[src/cart_pkg.sv]
// Shared types, widths and constants for the cartridge mapper, imported by the RTL and testbench
package cart_pkg;

    // CPU side bus widths of the Z80-style memory bus
    localparam int ADDR_W = 16;
    localparam int DATA_W = 8;

    // One 16 KB bank number, and the byte offset inside a 16 KB page
    localparam int BANK_W     = 8;
    localparam int PAGE_OFS_W = 14;

    // Flat external memory address width
    localparam int MEM_ADDR_W = 27;

    // Block descriptor field widths, ROM size is in bytes and SRAM size in KB
    localparam int ROM_SIZE_W  = 25;
    localparam int SRAM_SIZE_W = 16;

    // The mapper window 0x4000-0xBFFF is split into two 16 KB pages
    localparam int NUM_PAGES = 2;

    // Number of cartridge blocks sharing one mapper, and the id width it implies
    localparam int NUM_BLOCKS_DEFAULT = 2;
    localparam int BLOCK_ID_W         = $clog2(NUM_BLOCKS_DEFAULT);

    // Data value that switches the battery SRAM into an ASCII16 page
    localparam logic [DATA_W-1:0] SRAM_ENABLE_CODE = 8'h10;

    // In R-Type mode the lower page always shows this bank
    localparam logic [BANK_W-1:0] RTYPE_FIXED_BANK = 8'h0F;

    // Kind of cartridge in a block
    // Codes above MAPPER_RTYPE are reserved for mapper kinds not handled here
    typedef enum logic [3:0] {
        MAPPER_NONE    = 4'd0,
        MAPPER_ASCII16 = 4'd1,
        MAPPER_RTYPE   = 4'd2
    } mapper_type_e;

    typedef logic [BLOCK_ID_W-1:0] block_id_t;
    typedef logic [BANK_W-1:0]     bank_t;
    typedef logic [MEM_ADDR_W-1:0] mem_addr_t;

    // One CPU bus sample, all strobes are plain levels sampled on the clock
    typedef struct packed {
        logic [ADDR_W-1:0] addr;
        logic [DATA_W-1:0] data;
        logic              mreq;
        logic              rd;
        logic              wr;
        logic              req;
    } cpu_bus_t;

    // Static description of the cartridge block being accessed
    typedef struct packed {
        mapper_type_e           typ;
        block_id_t              id;
        logic [ROM_SIZE_W-1:0]  rom_size;
        logic [SRAM_SIZE_W-1:0] sram_size;
    } block_info_t;

    // Selects and address toward the external memory
    typedef struct packed {
        logic      sram_cs;
        logic      ram_cs;
        logic      rnw;
        mem_addr_t addr;
    } mapper_out_t;

    // Register write strobes, one bit per page, with the values to load
    typedef struct packed {
        logic [NUM_PAGES-1:0] bank_we;
        logic [NUM_PAGES-1:0] sram_we;
        bank_t                bank_val;
        logic                 sram_val;
    } reg_wr_t;

endpackage

[src/block_reg_file.sv]
// Per-block register array, one entry per cartridge block with one write and one read port
`timescale 1ns/1ps

module block_reg_file #(
    parameter int     NUM_BLOCKS  = cart_pkg::NUM_BLOCKS_DEFAULT,
    parameter type    entry_t     = logic,
    parameter entry_t RESET_VALUE = entry_t'(0)
) (
    input  logic                cpu_bus,
    input  logic                rst_n,
    input  logic                we,
    input  cart_pkg::block_id_t wr_id,
    input  entry_t              wdata,
    input  cart_pkg::block_id_t rd_id,
    output entry_t              rdata
);

    // One register per cartridge block so each block keeps its own mapping
    entry_t regs [NUM_BLOCKS];

    always_ff @(posedge cpu_bus) begin
        if (!rst_n) begin
            // Every block comes out of reset with the same mapping
            for (int i = 0; i < NUM_BLOCKS; i++) begin
                regs[i] <= RESET_VALUE;
            end
        end else if (we) begin
            regs[wr_id] <= wdata;
        end
    end

    // Read is combinational, a write shows up here from the next edge
    assign rdata = regs[rd_id];

    // A block id past the array would silently drop the write
    a_wr_id_in_range : assert property (@(posedge cpu_bus) disable iff (!rst_n)
        we |-> (int'(wr_id) < NUM_BLOCKS))
    else $error("register write to block %0d beyond %0d blocks", wr_id, NUM_BLOCKS);

endmodule

[src/cart_addr_xlate.sv]
// Address translator, forms ROM and SRAM addresses from the page registers and drives the memory selects
`timescale 1ns/1ps

module cart_addr_xlate (
    input  logic                                        cpu_bus,
    input  cart_pkg::cpu_bus_t                          cpu_req,
    input  cart_pkg::block_info_t                       blk,
    input  logic                                        cs,
    input  logic                                        mode_rtype,
    input  cart_pkg::bank_t [cart_pkg::NUM_PAGES-1:0]   bank_rd,
    input  logic [cart_pkg::NUM_PAGES-1:0]              sram_en_rd,
    output cart_pkg::mapper_out_t                       mem
);
    import cart_pkg::*;

    // Blocks above 2 KB of SRAM get the 8 KB window, smaller ones 2 KB
    localparam logic [SRAM_SIZE_W-1:0] SRAM_SMALL_KB = 16'd2;
    localparam int SRAM_BIG_W   = 13;
    localparam int SRAM_SMALL_W = 11;

    logic      page;
    bank_t     bank_sel;
    logic      sram_en;
    mem_addr_t rom_addr;
    mem_addr_t sram_addr;
    logic      rom_valid;
    logic      ram_cs;
    logic      sram_cs;

    // Address bit 15 tells the two 16 KB pages apart
    assign page = cpu_req.addr[15];

    // R-Type pins the lower page to a fixed bank, ASCII16 uses its register
    always_comb begin
        if (page) begin
            bank_sel = bank_rd[1];
        end else if (mode_rtype) begin
            bank_sel = RTYPE_FIXED_BANK;
        end else begin
            bank_sel = bank_rd[0];
        end
    end

    assign sram_en = sram_en_rd[page];

    // ROM address is the bank on top of the 16 KB page offset
    assign rom_addr = mem_addr_t'({bank_sel, cpu_req.addr[PAGE_OFS_W-1:0]});

    // The SRAM image is small, so the page offset is simply truncated
    assign sram_addr = (blk.sram_size > SRAM_SMALL_KB)
                     ? mem_addr_t'(cpu_req.addr[SRAM_BIG_W-1:0])
                     : mem_addr_t'(cpu_req.addr[SRAM_SMALL_W-1:0]);

    // Reads past the end of the ROM image must not reach the memory
    assign rom_valid = (rom_addr < mem_addr_t'(blk.rom_size));

    // ROM is read-only, SRAM answers reads and writes
    assign ram_cs  = cs & ~sram_en & cpu_req.rd & rom_valid;
    assign sram_cs = cs & sram_en & (cpu_req.rd | cpu_req.wr);

    assign mem.ram_cs  = ram_cs;
    assign mem.sram_cs = sram_cs;

    // SRAM is only writable through page 1, page 0 keeps it read-only
    assign mem.rnw = ~(sram_cs & cpu_req.wr & page);

    // The address is parked at all ones while the slot is not selected
    assign mem.addr = cs ? (sram_en ? sram_addr : rom_addr) : '1;

    // The page SRAM enable keeps ROM and SRAM exclusive on the memory side
    a_selects_exclusive : assert property (@(posedge cpu_bus)
        !(mem.ram_cs && mem.sram_cs))
    else $error("ROM and SRAM selected together at %h", cpu_req.addr);

    // An unselected slot leaves the memory idle with the parked address
    a_idle_when_unselected : assert property (@(posedge cpu_bus)
        !cs |-> (mem.addr == '1) && !mem.ram_cs && !mem.sram_cs && mem.rnw)
    else $error("memory not idle while slot is unselected");

endmodule

[src/cart_mapper_ctrl.sv]
// Mapper control, decodes chip select, mode and page and turns CPU writes into register strobes
`timescale 1ns/1ps

module cart_mapper_ctrl (
    input  logic                  cpu_bus,
    input  logic                  rst_n,
    input  cart_pkg::cpu_bus_t    cpu_req,
    input  cart_pkg::block_info_t blk,
    output logic                  cs,
    output logic                  mode_rtype,
    output logic                  page,
    output cart_pkg::reg_wr_t     reg_wr
);
    import cart_pkg::*;

    // ASCII16 bank register windows, matched on addr[15:11]
    // Page 0 sits at 0x6000-0x67FF and page 1 at 0x7000-0x77FF
    localparam logic [4:0] ASCII16_P0_WIN = 5'b01100;
    localparam logic [4:0] ASCII16_P1_WIN = 5'b01110;

    // R-Type has a single bank register at 0x7000-0x7FFF, matched on addr[15:12]
    localparam logic [3:0] RTYPE_P1_WIN = 4'b0111;

    // R-Type bank masks, the narrow one applies when data bit 4 is set
    localparam bank_t RTYPE_MASK_WIDE   = 8'h1F;
    localparam bank_t RTYPE_MASK_NARROW = 8'h17;

    logic  in_window;
    logic  mapper_en;
    logic  wr_hit;
    logic  sram_exists;
    logic  sram_code;
    logic  ascii_p0_hit;
    logic  ascii_p1_hit;
    logic  ascii_page_sel;
    logic  rtype_hit;
    bank_t rtype_bank;

    // Bits 15 and 14 differ only inside 0x4000-0xBFFF
    assign in_window = ^cpu_req.addr[15:14];

    // Only the two supported mapper kinds answer on the bus
    assign mapper_en  = (blk.typ == MAPPER_ASCII16) || (blk.typ == MAPPER_RTYPE);
    assign mode_rtype = (blk.typ == MAPPER_RTYPE);

    assign cs   = in_window & mapper_en & cpu_req.mreq;
    assign page = cpu_req.addr[15];

    // A register write is a selected access with both write strobes up
    assign wr_hit = cs & cpu_req.wr & cpu_req.req;

    // The SRAM code is only honoured when the block actually has SRAM
    assign sram_exists = (blk.sram_size != '0);
    assign sram_code   = (cpu_req.data == SRAM_ENABLE_CODE) && sram_exists;

    assign ascii_p0_hit = (cpu_req.addr[15:11] == ASCII16_P0_WIN);
    assign ascii_p1_hit = (cpu_req.addr[15:11] == ASCII16_P1_WIN);

    // The two ASCII16 windows differ in addr bit 12 only
    assign ascii_page_sel = cpu_req.addr[12];

    assign rtype_hit  = (cpu_req.addr[15:12] == RTYPE_P1_WIN);
    assign rtype_bank = cpu_req.data & (cpu_req.data[4] ? RTYPE_MASK_NARROW : RTYPE_MASK_WIDE);

    always_comb begin
        // Nothing is written unless a qualified access hits a register window
        reg_wr = '0;
        if (wr_hit) begin
            if (mode_rtype) begin
                // Only the upper page is banked in R-Type mode, SRAM is never touched
                if (rtype_hit) begin
                    reg_wr.bank_we[1] = 1'b1;
                    reg_wr.bank_val   = rtype_bank;
                end
            end else if (ascii_p0_hit || ascii_p1_hit) begin
                // Every ASCII16 write updates the SRAM enable of its page
                reg_wr.sram_we[ascii_page_sel] = 1'b1;
                reg_wr.bank_val                = cpu_req.data;
                if (sram_code) begin
                    reg_wr.sram_val = 1'b1;
                end else begin
                    // Any other value is a bank number and maps ROM back in
                    reg_wr.sram_val                = 1'b0;
                    reg_wr.bank_we[ascii_page_sel] = 1'b1;
                end
            end
        end
    end

    // A single CPU write touches the registers of one page at most
    a_one_page_per_write : assert property (@(posedge cpu_bus) disable iff (!rst_n)
        $onehot0({reg_wr.bank_we[1] | reg_wr.sram_we[1],
                  reg_wr.bank_we[0] | reg_wr.sram_we[0]}))
    else $error("register writes hit both pages in one cycle");

    // The bus is expected to stay quiet while the register files are being reset
    a_no_write_in_reset : assert property (@(posedge cpu_bus)
        !rst_n |-> (reg_wr.bank_we == '0) && (reg_wr.sram_we == '0))
    else $error("register write strobe raised during reset");

endmodule

[src/cart_mapper_top.sv]
// Cartridge mapper top level, connects the control, the page register files and the translator
`timescale 1ns/1ps

module cart_mapper_top #(
    parameter int NUM_BLOCKS = cart_pkg::NUM_BLOCKS_DEFAULT
) (
    input  logic                  cpu_bus,
    input  logic                  rst_n,
    input  cart_pkg::cpu_bus_t    cpu_req,
    input  cart_pkg::block_info_t blk,
    output cart_pkg::mapper_out_t mem
);
    import cart_pkg::*;

    logic                 cs;
    logic                 mode_rtype;
    reg_wr_t              reg_wr;
    bank_t [NUM_PAGES-1:0] bank_rd;
    logic [NUM_PAGES-1:0] sram_en_rd;

    // Access decode and register write strobes
    // The translator takes the page straight from addr bit 15
    cart_mapper_ctrl u_ctrl (
        .cpu_bus    (cpu_bus),
        .rst_n      (rst_n),
        .cpu_req    (cpu_req),
        .blk        (blk),
        .cs         (cs),
        .mode_rtype (mode_rtype),
        .page       (),
        .reg_wr     (reg_wr)
    );

    // Bank number of page 0 for every block
    block_reg_file #(
        .NUM_BLOCKS  (NUM_BLOCKS),
        .entry_t     (bank_t),
        .RESET_VALUE (bank_t'(0))
    ) bank_p0 (
        .cpu_bus (cpu_bus),
        .rst_n   (rst_n),
        .we      (reg_wr.bank_we[0]),
        .wr_id   (blk.id),
        .wdata   (reg_wr.bank_val),
        .rd_id   (blk.id),
        .rdata   (bank_rd[0])
    );

    // Bank number of page 1 for every block
    block_reg_file #(
        .NUM_BLOCKS  (NUM_BLOCKS),
        .entry_t     (bank_t),
        .RESET_VALUE (bank_t'(0))
    ) bank_p1 (
        .cpu_bus (cpu_bus),
        .rst_n   (rst_n),
        .we      (reg_wr.bank_we[1]),
        .wr_id   (blk.id),
        .wdata   (reg_wr.bank_val),
        .rd_id   (blk.id),
        .rdata   (bank_rd[1])
    );

    // SRAM enable of page 0, a single bit per block
    block_reg_file #(
        .NUM_BLOCKS  (NUM_BLOCKS),
        .entry_t     (logic),
        .RESET_VALUE (1'b0)
    ) sram_p0 (
        .cpu_bus (cpu_bus),
        .rst_n   (rst_n),
        .we      (reg_wr.sram_we[0]),
        .wr_id   (blk.id),
        .wdata   (reg_wr.sram_val),
        .rd_id   (blk.id),
        .rdata   (sram_en_rd[0])
    );

    // SRAM enable of page 1
    block_reg_file #(
        .NUM_BLOCKS  (NUM_BLOCKS),
        .entry_t     (logic),
        .RESET_VALUE (1'b0)
    ) sram_p1 (
        .cpu_bus (cpu_bus),
        .rst_n   (rst_n),
        .we      (reg_wr.sram_we[1]),
        .wr_id   (blk.id),
        .wdata   (reg_wr.sram_val),
        .rd_id   (blk.id),
        .rdata   (sram_en_rd[1])
    );

    // Combinational address translation toward the external memory
    cart_addr_xlate u_xlate (
        .cpu_bus    (cpu_bus),
        .cpu_req    (cpu_req),
        .blk        (blk),
        .cs         (cs),
        .mode_rtype (mode_rtype),
        .bank_rd    (bank_rd),
        .sram_en_rd (sram_en_rd),
        .mem        (mem)
    );

endmodule

[config.mk]
export PLATFORM = sky130hd
export DESIGN_NAME = cart_mapper_top
export DESIGN_NICKNAME = d
export VERILOG_FILES = /design/src/cart_pkg.sv /design/src/block_reg_file.sv /design/src/cart_addr_xlate.sv /design/src/cart_mapper_ctrl.sv /design/src/cart_mapper_top.sv
export SDC_FILE = /design/constraint.sdc
export NUM_CORES = 1
export LEC_CHECK = 0
export BUFFER_PORTS_ARGS = -buffer_cell sky130_fd_sc_hd__buf_2
export CAP_MARGIN = 10
export CELL_PAD_IN_SITES_DETAIL_PLACEMENT = 0
export CELL_PAD_IN_SITES_GLOBAL_PLACEMENT = 2
export CORE_UTILIZATION = 29
export CTS_CLUSTER_DIAMETER = 50
export CTS_CLUSTER_SIZE = 20
export DETAILED_ROUTE_END_ITERATION = 10
export GPL_TIMING_DRIVEN = 0
export HOLD_SLACK_MARGIN = 0.12
export PLACE_DENSITY = 0.8
export REMOVE_ABC_BUFFERS = 1
export SETUP_SLACK_MARGIN = 0.02
export SYNTH_ARGS = -nofsm -noshare
export SYNTH_HDL_FRONTEND = slang
export SYNTH_SLANG_ARGS = --single-unit
export TNS_END_PERCENT = 5
[constraint.sdc]
create_clock -name cpu_bus -period 4.14 [get_ports cpu_bus]
set_clock_uncertainty 0.1 [all_clocks]
set_input_delay 0.621 -clock cpu_bus [delete_from_list [all_inputs] [get_ports cpu_bus]]
set_output_delay 0.621 -clock cpu_bus [all_outputs]
set_load 0.01 [all_outputs]
# --- Word-level counts from Yosys, hierarchy flattened ---
# Memories as Yosys holds them, arrays and structs flattened.
# Cells that the tools add are included.
op_classes:
  bitwise: 15
  n_reduce_logical: 10
  n_eq_ne: 6
  n_mux: 45
  order_cmp: 5
ops:
  columns: ["operator", "count"]
  rows:
  - ["27-bit 2-to-1 mux", 2]
  - ["8-bit 2-to-1 mux", 6]
  - ["13-bit 2-to-1 mux", 3]
  - ["1-bit 2-to-1 mux", 30]
  - ["22-bit by 25-bit < comparator with 1-bit output", 1]
  - ["16-bit by 2-bit > comparator with 1-bit output (second input constant)", 1]
  - ["16-bit nonzero test", 1]
  - ["8-bit OR reduction", 2]
  - ["1-bit bitwise AND", 11]
  - ["5-bit by 4-bit equality test with 1-bit output (second input constant)", 2]
  - ["8-bit bitwise AND", 1]
  - ["8-bit by 5-bit equality test with 1-bit output (second input constant)", 1]
  - ["4-bit by 1-bit equality test with 1-bit output (second input constant)", 1]
  - ["4-bit by 2-bit equality test with 1-bit output (second input constant)", 1]
  - ["4-bit by 3-bit equality test with 1-bit output (second input constant)", 1]
  - ["1-bit by 2-bit < comparator with 1-bit output (second input constant)", 2]
  - ["4-bit 2-to-1 mux", 1]
  - ["3-bit 2-to-1 mux", 1]
  - ["1-bit logical AND", 2]
  - ["1-bit logical OR", 2]
  - ["2-bit 2-to-1 mux", 1]
  - ["1-bit NOT", 2]
  - ["1-bit OR reduction", 2]
  - ["2-bit parity", 1]
  - ["3 further kinds", 3]
totals:
  mem_count: 4
  out_inout_bits: 30
  elab_cells: 85
  inputBits: 76
  ram_bits: 36
  ff_bits: 0
memory_table:
  columns: ["memory", "words", "word_bits", "read_ports", "rd_clocked_by_memory_dff", "write_ports", "line", "text"]
  rows:
  - ["bank_p0.regs", 2, 8, 1, 0, 2, "block_reg_file.sv:19", "entry_t regs [NUM_BLOCKS];"]
  - ["bank_p1.regs", 2, 8, 1, 0, 2, "block_reg_file.sv:19", null]
  - ["sram_p0.regs", 2, 1, 1, 0, 2, "block_reg_file.sv:19", null]
  - ["sram_p1.regs", 2, 1, 1, 0, 2, "block_reg_file.sv:19", null]

# --- Logic depth before layout (Yosys ltp) ---
# Gate-level depths: netlist (run 1).
logic_depth:
  ltp_word: 13
  depth_mapped: 12
  depth_no_buf: 10

# --- Modules after synthesis ---
# A second synthesis (run 1) with hierarchy kept.
unflattened:
  hier_cells: 292
  area_unflattened_um2: 2905.3
modules_own_cells:
  columns: ["module", "n_inst", "seq_area_each_um2", "cells_per_inst", "area_per_inst_um2"]
  rows:
  - ["block_reg_file (bank_p0 ...)", 2, 480.5, 48, 754.5]
  - ["cart_addr_xlate", 1, 0.0, 140, 918.4]
  - ["cart_mapper_ctrl", 1, 0.0, 36, 292.8]
  - ["block_reg_file (sram_p0 ...)", 2, 40.0, 10, 92.6]

# --- Worst setup path after synthesis (run 1) ---
# OpenSTA, ideal clock, no wires.
synth_path:
  path_type: "input to output"
  from: "input port blk[41] in the netlist's numbering"
  to: "output port mem[28] in the netlist's numbering"
  arrival_ns: 2.970
  slack_ns: 0.449
  stages: 12
  cell_sequence: "clkbuf_1 > buf_1 > mux2_2 > a22oi_1 > inv_1 > ha_1 > a21o_1 > nand3_1 > a21oi_1 > a2111oi_0 > and3_1 > buf_4"
synth_via:
  elab_chain_len: 7
synth_lines:
  columns: ["item", "line", "text"]
  rows:
  - ["start, declared", "cart_mapper_top.sv:10", "input cart_pkg::block_info_t blk,"]
  - ["branches (longest 6 deep; another with 22-bit by 25-bit < comparator with 1-bit output)", null, null]
  - ["1-bit bitwise AND (*)", "cart_addr_xlate.sv:58", "assign ram_cs = cs & ~sram_en & cpu_req.rd & rom_valid;"]
  - ["end, declared", "cart_mapper_top.sv:11", "output cart_pkg::mapper_out_t mem"]
# Every way passes the cells marked *. The select of a mux whose other input is x is not followed.

==> results of run 1 <==
[metal layers]
layer / share of wire, % / up-vias / GRT usage (%)
met5: 0 / - / 0
met4: 0.75 / 0 / 3.01
met3: 4.6 / 4 / 2.79
met2: 51 / 73 / 25.4
met1: 44 / 1066 / 18.4
li1: - / 1206 / -
[worst min-delay path: cells and delay by family, from the launching register on]
kind,cells,cell delay (ps)
and+or+nand+nor,1,50
muxes,1,60
DFF,1,310
[power breakdown]
part           switching, W  total (W)  internal (W)
combinational     0.0000914   0.000164     0.0000725
clock              0.000127   0.000306      0.000179
sequential       0.00000383   0.000413      0.000410
[cell type report]
class                           count  area (um^2)  area share [%]
Tap cell                          129          161            4.62
Clock buffer                        6         72.6            2.08
Inverter                           31          116            3.33
Multi-Input combinational cell    194         1540            44.1
Sequential cell                    36         1040            29.8
Timing Repair Buffer              105          528            15.1
Clock inverter                      2         35.0            1.00
[registers in the layout, summed over array words and instances (netlist names)]
| name | count |
|---|---|
| bank_p0.regs | 16 |
| bank_p1.regs | 16 |
| sram_p0.regs | 2 |
| sram_p1.regs | 2 |
[final timing paths]
check	end	cells past startpoint
worst max-delay path	mem[28]	12
worst max register to register	sram_p1.regs[1]	2
worst min-delay path	sram_p0.regs[0]	2
worst min register to register	sram_p0.regs[0]	2
[metrics by stage]
step	setup slack [ps]	power, W	cell area [um^2]	utilization (%)	hold slack (ps)
2_1_floorplan	665	0.000505	2690	-	332
3_3_place_gp	-34.7	0.000584	3370	36.3	340
3_5_place_dp	-46.7	0.000587	3370	36.3	354
4_1_cts	35.7	0.000889	3480	37.5	364
5_1_grt	46.9	0.000926	3490	37.6	392
6_report	179	0.000883	3490	37.6	361
[cells in the final DEF, fill, tap and decap left out, types with 2 or more instances in the layout]
cell type	Yosys	layout
buf_2	0	104
edfxtp_1	32	32
inv_1	31	31
nand2_1	24	24
ha_1	22	22
nor2_1	17	16
mux2i_1	12	12
or3_1	11	11
a22oi_1	8	8
mux2_2	8	8
nor3_2	8	8
nand2b_1	7	7
nor4_1	7	7
and2_1	8	7
o21ai_0	6	6
nand4_1	6	6
a21o_1	5	5
nor3_1	5	5
nand3_1	5	5
clkbuf_8	0	5
a21oi_1	4	4
dfxtp_1	4	4
o21ai_1	3	3
nor4b_2	3	3
and3_1	2	2
nor4_4	2	2
a2111oi_0	3	2
and4_1	2	2
[cell families after synthesis]
| logic type | after synthesis | share of synthesized area (%) |
|---|---|---|
| DFF | 36 | 37.4 |
| AOI/OAI and AO/OA | 38 | 10.8 |
| muxes | 21 | 8.36 |
| adders and majority gates | 22 | 9.89 |
| and+or+nand+nor | 112 | 25.5 |
| buffers and inverters | 49 | 7.69 |
| xor gates and xnor gates | 1 | 0.315 |
==> out/metrics.yaml, run 1 <==
yosys-top-cells-area: "edfxtp_1, ha_1, mux2i_1"
clk_pin_slew_ps: 70
cp_max_fo: 8
die_area_um2: 10000
tightest_slew_ps: 1060
synth_cell_type_count: 46
hold_path_class: "flip-flop to flip-flop"
r2r_start: "sram_p1.regs[1]"
num_antenna_cells: 0
drive_gt1_share_pct: 37.7
synth_common_cells: "edfxtp_1, inv_1, nand2_1"
cts_tree: "yes"
syn-cell-area_um2: 2780
nets: 471
antenna_found_initial: 0
core_area_um2: 9280
ioPinCount: 106
synth_top_area_cell: "edfxtp_1"
critPathLaunch: "blk[42]"
ys_ff_latch: 36
powerDensity_nw_per_um2: 253
irDropWorstVdd_v: 0.000132
synth_async_sr_flop_share_pct: 0
grt-ovfl-total: 0
cts_inserted_buffers: 5
num_vias: 2349
power_leakage_nw: 1.47
endpoint_kind: "primary output"
io_buffers: 105
arrival_ps: 3240
crit_family: "simple AND/OR/NAND/NOR gates"
cts_setup_buffers: 0
grt_use_total_pct: 14.4
clock_latency_ps: 290
yosysMostFrequentCell: "edfxtp_1"
cts.path.max_buffers: 2
yosysTopAreaCellShare_pct: 34.5
crit_path_cell_trace: "buf_2 > or4b_1 > and2_2 > a22oi_1 > inv_1 > ha_1 > a21o_1 > nand3_1 > a21oi_1 > a2111oi_1 > and3_1 > buf_2"
routabilityCongestion: 0.732
critPathMostFrequentCell: "buf_2"
fmax_ghz: 0.252
setup_viol: 0
min_period_over_period_pct: 95.7
drt_pre_antenna_iters: 4
startpoint_type: "input pin"
die_y_um: 100
core.rowCount: 35
filler_cell_count: 976
ys_warn_count: 0
ant_nets: 0
path_buf_inv: 3
slew_headroom_pct: 29.0
cap_violations: 0
instances_no_fill: 503
finalHoldViolCount: 0
vias_per_cell: 4.67
hp-start: "sram_p0.regs[0]"
post_cts_resized: 1
grt_pass1_vias: 2240
fin_crit_ps: 3960
slowest_stage: "or4b_1"
grt_pass1_wl_mm: 11.1
yosysSeqAreaShare_pct: 37.4
synth_edf_count: 32
ys.flop_type: "edfxtp_1"
drv_slew: 0
start_util_pct: 30.0
dp_hpwl_mm: 5.73
htreeDepth: 2
die_x_um: 100
avgSynthCellArea_um2: 9.98
syn_inst: 279
required_ps: 3420
post-route-drc-count: 0
grt_setup_unrepaired: "no"
crit_type: "input pin to primary output"
setup-tns-final_ps: 0
cpPeakStageDelay_ps: 580
post_drt_wl_per_cell_um: 14.0
status: "completed"
cts.sinks: 36
dp_cells: 495
hold_buffers: 0
area_growth_pct: 25.5
clock-root-buffer: "clkbuf_8"
r2r_setup_slack_ps: 3460
first_iter_violations: 65
drt-total-wl_mm: 7.05
grt_max_degree: 33
Note: power is estimated with default switching activity, not from simulation.
==> run 2, diff against run 1 <==
--- a/config.mk
+++ b/config.mk
@@ -10,13 +10,13 @@
 export CELL_PAD_IN_SITES_DETAIL_PLACEMENT = 0
 export CELL_PAD_IN_SITES_GLOBAL_PLACEMENT = 2
 export CORE_UTILIZATION = 29
+export CTS_BUF_LIST = sky130_fd_sc_hd__clkbuf_4 sky130_fd_sc_hd__clkbuf_8 sky130_fd_sc_hd__clkbuf_16
 export CTS_CLUSTER_DIAMETER = 50
 export CTS_CLUSTER_SIZE = 20
 export DETAILED_ROUTE_END_ITERATION = 10
 export GPL_TIMING_DRIVEN = 0
 export HOLD_SLACK_MARGIN = 0.12
 export PLACE_DENSITY = 0.8
-export REMOVE_ABC_BUFFERS = 1
 export SETUP_SLACK_MARGIN = 0.02
 export SYNTH_ARGS = -nofsm -noshare
 export SYNTH_HDL_FRONTEND = slang
==> run 2 against run 1 <==
- wire length up 6.3%
- via count increased by 4.2%
- critical path type unchanged
- design area increased by 2.2%
- largest cell class unchanged
- clock power decreased by 19%
- maximum frequency rose by 1.6%
- global-route usage rose by 1.1 points
- register-to-register slack barely moved
- combinational power up 4%
- die area did not move
==> out/metrics.yaml, run 2 (synthesized netlist as in run 1, its figures left out) <==
status: "completed"  # unchanged
clk_pin_slew_ps: 60  # was 70 ps
drt_pre_antenna_iters: 4  # unchanged
cts.sinks: 36  # unchanged
setup-tns-final_ps: 0  # unchanged
slew_headroom_pct: 44.5  # was 29.0%
crit_path_cell_trace: "clkbuf_1 > buf_2 > mux2_2 > a22oi_2 > inv_1 > ha_1 > a21o_1 > nand3_1 > a21oi_1 > a2111oi_2 > and3_1 > buf_4 > buf_2"  # was buf_2 > or4b_1 > and2_2 > a22oi_1 > inv_1 > ha_1 > a21o_1 > nand3_1 > a21oi_1 > a2111oi_1 > and3_1 > buf_2
die_area_um2: 10000  # unchanged
cts.path.max_buffers: 2  # unchanged
filler_cell_count: 994  # was 976
post_drt_wl_per_cell_um: 14.4  # was 14.0 um
nets: 487  # was 471
required_ps: 3420  # about the same
cts_tree: "yes"  # unchanged
worst_slack_ps: 242  # was 179 ps
powerDensity_nw_per_um2: 234  # was 253 nW/um^2
grt_setup_unrepaired: "no"  # unchanged
grt_pass1_wl_mm: 12.0  # was 11.1 mm
min_period_over_period_pct: 94.2  # was 95.7%
fin_crit_ps: 3900  # was 3960 ps
io_buffers: 104  # was 105
hold_ws_ps: 362  # was 361 ps
routabilityCongestion: 0.785  # was 0.732
core_area_um2: 9280  # unchanged
drive_gt1_share_pct: 38.7  # was 37.7%
fmax_ghz: 0.257  # was 0.252 GHz
hold_path_class: "flip-flop to flip-flop"  # unchanged
cpPeakStageDelay_ps: 380  # was 580 ps
start_util_pct: 30.0  # unchanged
grt-ovfl-total: 0  # unchanged
final_common_cell: "buf_2"  # unchanged
die_x_um: 100  # unchanged
area_growth_pct: 28.3  # was 25.5%
grt_pass1_vias: 2484  # was 2240
drt-total-wl_mm: 7.49  # was 7.05 mm
num_vias: 2448  # was 2349
layout_common_cells: "buf_2, edfxtp_1, inv_1, nand2_1, ha_1"  # unchanged
ioPinCount: 106  # unchanged
clock-root-buffer: "clkbuf_8"  # unchanged
cts_setup_buffers: 0  # unchanged
core.rowCount: 35  # unchanged
crit_family: "buffers and inverters"  # was simple AND/OR/NAND/NOR gates
htreeDepth: 2  # unchanged
antenna_found_initial: 0  # unchanged
clock_latency_ps: 280  # was 290 ps
first_iter_violations: 61  # was 65
grt_use_total_pct: 15.5  # was 14.4%
final_core_util_pct: 38.5  # was 37.6%
place_ws_ps: -225  # was -46.7 ps
setup_viol: 0  # unchanged
finalHoldViolCount: 0  # unchanged
die_y_um: 100  # unchanged
crit_type: "input pin to primary output"  # unchanged
irDropWorstVdd_v: 0.000102  # was 0.000132 V
dp_hpwl_mm: 6.19  # was 5.73 mm
arrival_ps: 3180  # was 3240 ps
startpoint_type: "input pin"  # unchanged
post-route-drc-count: 0  # unchanged
hold_buffers: 0  # unchanged
ant_nets: 0  # unchanged
power_leakage_nw: 1.51  # was 1.47 nW
syn-num-nets: 377
num_antenna_cells: 0  # unchanged
p_total_w: 0.000834  # was 0.000883 W
cap_violations: 0  # unchanged
cts_inserted_buffers: 5  # unchanged
drv_slew: 0  # unchanged
vias_per_cell: 4.72  # was 4.67
critPathMostFrequentCell: "buf_2"  # unchanged
endpoint_kind: "primary output"  # unchanged
slowest_stage: "mux2_2"  # was or4b_1
grt_max_degree: 11  # was 33
cp_max_fo: 10  # was 8
tightest_slew_ps: 827  # was 1060 ps
top_regs: "bank_p0.regs: 16 flops, bank_p1.regs: 16 flops"  # unchanged
path_buf_inv: 5  # was 3
[run 2: cell count changes in the layout (fill, tap and decap cells not counted), sizes merged]
cell    before  now
bufinv       1    0
clkbuf       7   15
buf        104  113
[run 2: per-layer routing]
metal | wire length (um) | track usage, % | up-vias
met5 | 0 | 0 | -
met4 | 199 | 6.58 | 0
met3 | 301 | 3.06 | 16
met2 | 3590 | 25.8 | 76
met1 | 3400 | 19.7 | 1120
li1 | - | - | 1236
[run 2: worst reg2reg max path, delay by kind of cell, from the launching register on]
| family | cells | cell delay (ps) |
|---|---|---|
| multiplexers | 1 | 130 |
| AND/OR/NAND/NOR | 1 | 50 |
| flip-flops | 1 | 340 |
[run 2: where the power goes]
group          leakage, nW  switching, W  internal, W
clock network       0.0467      0.000119     0.000130
registers            0.336    0.00000376     0.000410
logic                 1.13     0.0000952    0.0000763
[run 2: stage by stage]
stage | area, um^2 | cells
CTS | 3560 | 519
finish | 3570 | 519
global route | 3570 | 519
detailed placement | 3470 | 512
floorplan | 2780 | 279
global placement | 3470 | 512
[run 2: final timing paths]
path                                        end  slack, ps             from  depth (start not counted)
worst min register to register  sram_p0.regs[0]        360  sram_p0.regs[0]                          2
worst max register to register  sram_p1.regs[1]       3450  sram_p1.regs[1]                          2
worst max-delay path                    mem[28]        240          blk[41]                         13
worst min-delay path            sram_p0.regs[0]        360  sram_p0.regs[0]                          2
[run 2: layout make-up]
class	instances	area (um^2)	share of cell area, %
Buffer	17	96.3	2.70
Clock buffer	7	83.8	2.35
Clock inverter	1	3.75	0.105
Inverter	31	116	3.26
Multi-Input combinational cell	194	1550	43.3
Sequential cell	36	1040	29.2
Tap cell	129	161	4.52
Timing Repair Buffer	104	520	14.6
[run 2: timing repair]
item | in CTS | in global routing
setup endpoints to repair | 1 | 1
gates resized for setup | 5 | 3
cloned | 0 | 0
==> run 3, diff against run 2 <==
--- a/config.mk
+++ b/config.mk
@@ -17,6 +17,7 @@
 export GPL_TIMING_DRIVEN = 0
 export HOLD_SLACK_MARGIN = 0.12
 export PLACE_DENSITY = 0.8
+export RECOVER_POWER = 50
 export SETUP_SLACK_MARGIN = 0.02
 export SYNTH_ARGS = -nofsm -noshare
 export SYNTH_HDL_FRONTEND = slang
==> run 3 against run 2 <==
- design area shrank 3.5%
- register-to-register slack is essentially flat
- wire length grew 0.81%
- via count shrank 0.25%
- total power shrank 0.66%
- setup slack lost 43 ps
- combinational power shrank 2%
- global-route usage is the same
- clock power is essentially flat
- count of clock-buffer cells in the layout is the same
- critical path type is now input pin to flip-flop
- largest cell class unchanged
- largest power group unchanged
==> out/metrics.yaml, run 3 (synthesized netlist as in run 1, its figures left out) <==
status: "completed"  # unchanged
drv_slew: 0  # unchanged
instances_no_fill: 519  # unchanged
cts.sinks: 36  # unchanged
dp_cells: 512  # unchanged
slew_headroom_pct: 42.4  # was 44.5%
startpoint_type: "input pin"  # unchanged
grt_use_total_pct: 15.5  # unchanged
drt_pre_antenna_iters: 4  # unchanged
core_area_um2: 9280  # unchanged
clock_latency_ps: 280  # about the same
required_ps: 3950  # was 3420 ps
clk_pin_slew_ps: 70  # was 60 ps
hp-start: "sram_p0.regs[0]"  # unchanged
core.rowCount: 35  # unchanged
grt_setup_unrepaired: "no"  # unchanged
crit_type: "input pin to flip-flop"  # was input pin to primary output
io_buffers: 104  # unchanged
fin_crit_ps: 3940  # was 3900 ps
cts_inserted_buffers: 5  # unchanged
top_regs: "bank_p0.regs: 16 flops, bank_p1.regs: 16 flops"  # unchanged
num_vias: 2442  # was 2448
arrival_ps: 3760  # was 3180 ps
grt-ovfl-total: 0  # unchanged
whs_path_depth: 2  # unchanged
final_common_cell: "buf_2"  # unchanged
setup_viol: 0  # unchanged
cp_max_fo: 10  # unchanged
vias_per_cell: 4.71  # was 4.72
syn-num-nets: 377  # unchanged
ioPinCount: 106  # unchanged
slowest_stage: "o21ai_1"  # was mux2_2
cts.path.max_buffers: 2  # unchanged
die_y_um: 100  # unchanged
ff2ff_path_depth: 2  # unchanged
min_period_over_period_pct: 95.2  # was 94.2%
drive_gt1_share_pct: 31.3  # was 38.7%
routabilityCongestion: 0.785  # unchanged
cts_tree: "yes"  # unchanged
start_util_pct: 30.0  # unchanged
tightest_slew_ps: 856  # was 827 ps
r2r_start: "sram_p1.regs[1]"  # unchanged
antenna_found_initial: 0  # unchanged
dp_hpwl_mm: 6.19  # unchanged
crit_family: "simple AND/OR/NAND/NOR gates"  # was buffers and inverters
die_x_um: 100  # unchanged
area_growth_pct: 23.7  # was 28.3%
path_buf_inv: 3  # was 5
r2r-end: "sram_p1.regs[1]"  # unchanged
first_iter_violations: 59  # was 61
hold_end: "sram_p0.regs[0]"  # unchanged
num_antenna_cells: 0  # unchanged
fmax_ghz: 0.254  # was 0.257 GHz
ant_nets: 0  # unchanged
post-route-drc-count: 0  # unchanged
grt_pass1_wl_mm: 12.0  # unchanged
die_area_um2: 10000  # unchanged
hold_buffers: 0  # unchanged
htreeDepth: 2  # unchanged
cpPeakStageDelay_ps: 590  # was 380 ps
powerDensity_nw_per_um2: 241  # was 234 nW/um^2
hold_path_class: "flip-flop to flip-flop"  # unchanged
clock-root-buffer: "clkbuf_8"  # unchanged
filler_cell_count: 1018  # was 994
endpoint_kind: "flip-flop"  # was primary output
drt-total-wl_mm: 7.55  # was 7.49 mm
irDropWorstVdd_v: 0.000108  # was 0.000102 V
grt_pass1_vias: 2484  # unchanged
r2r_setup_slack_ps: 3450  # about the same
p_total_w: 0.000829  # was 0.000834 W
finalHoldViolCount: 0  # unchanged
crit_path_cell_trace: "clkbuf_1 > inv_1 > ha_1 > or4b_1 > or3_1 > nor2_1 > a41oi_4 > buf_6 > o21ai_1"  # was clkbuf_1 > buf_2 > mux2_2 > a22oi_2 > inv_1 > ha_1 > a21o_1 > nand3_1 > a21oi_1 > a2111oi_2 > and3_1 > buf_4 > buf_2
nets: 487  # unchanged
post_drt_wl_per_cell_um: 14.6  # was 14.4 um
layout_common_cells: "buf_2, edfxtp_1, inv_1, nand2_1"  # was buf_2, edfxtp_1, inv_1, nand2_1, ha_1
grt_max_degree: 11  # unchanged
power_leakage_nw: 1.44  # was 1.51 nW
cap_violations: 0  # unchanged
[run 3: cell types whose count changed in the layout (fill, tap and decap cells not counted), moves of 6 or more]
cell,previous run,this run
and2_0,0,6
and2_1,7,1
buf_2,106,92
clkbuf_1,8,22
nor3_1,5,12
nor3_2,8,1
[run 3: repair_timing]
item / 4_1_cts / 5_1_grt
resized for setup: 5 / 3
gates cloned: 0 / 0
endpoints found under the setup margin: 1 / 1
setup buffers: 0 / 0
endpoints found under the hold margin: 0 / 0
pin swaps: 0 / 0
[run 3: final cells by class]
type | count | area (um^2) | share of cell area [%]
Timing Repair Buffer | 104 | 503 | 14.6
Clock inverter | 1 | 3.75 | 0.109
Buffer | 17 | 96.3 | 2.80
Clock buffer | 7 | 83.8 | 2.43
Sequential cell | 36 | 1040 | 30.2
Inverter | 31 | 116 | 3.38
Multi-Input combinational cell | 194 | 1440 | 41.8
Tap cell | 129 | 161 | 4.69
[run 3: where the power goes]
part | leakage [nW] | internal, W | switching [W]
clock network | 0.0467 | 0.000130 | 0.000117
registers | 0.336 | 0.000410 | 0.00000376
logic | 1.05 | 0.0000751 | 0.0000924
total | 1.44 | 0.000615 | 0.000214
[run 3: worst max-delay path by stage]
stage,start,endpoint,cells past startpoint
6_report,cpu_req[27],bank_p1.regs[1][3],9
4_1_cts,blk[42],mem[28],13
3_3_place_gp,blk[41],mem[28],13
3_5_place_dp,blk[41],mem[28],13
2_1_floorplan,blk[41],mem[28],12
5_1_grt,blk[41],mem[28],12
[run 3: per-stage QoR]
step / utilization (%) / TNS, ps / area, um^2 / hold slack (ps) / worst slack [ps]
floorplan: - / 0 / 2780 / 332 / 449
finish: 37.1 / 0 / 3440 / 361 / 199
global route: 37.1 / 0 / 3440 / 385 / 49.7
CTS: 38.4 / 0 / 3560 / 365 / 47.7
global placement: 37.3 / -237 / 3470 / 340 / -237
detailed placement: 37.3 / -225 / 3470 / 351 / -225
[run 3: layer usage]
metal,global-route usage (%),vias up,routed length (um)
met5,0,-,0
met3,3.06,10,291
li1,-,1237,-
met1,19.7,1119,3430
met2,25.8,76,3680
met4,6.58,0,153
[run 3: tightest hold or removal path: stages (launching register included)]
cell and delay, ps:
dfxtp_1 310, nand2_1 50, mux2i_1 50
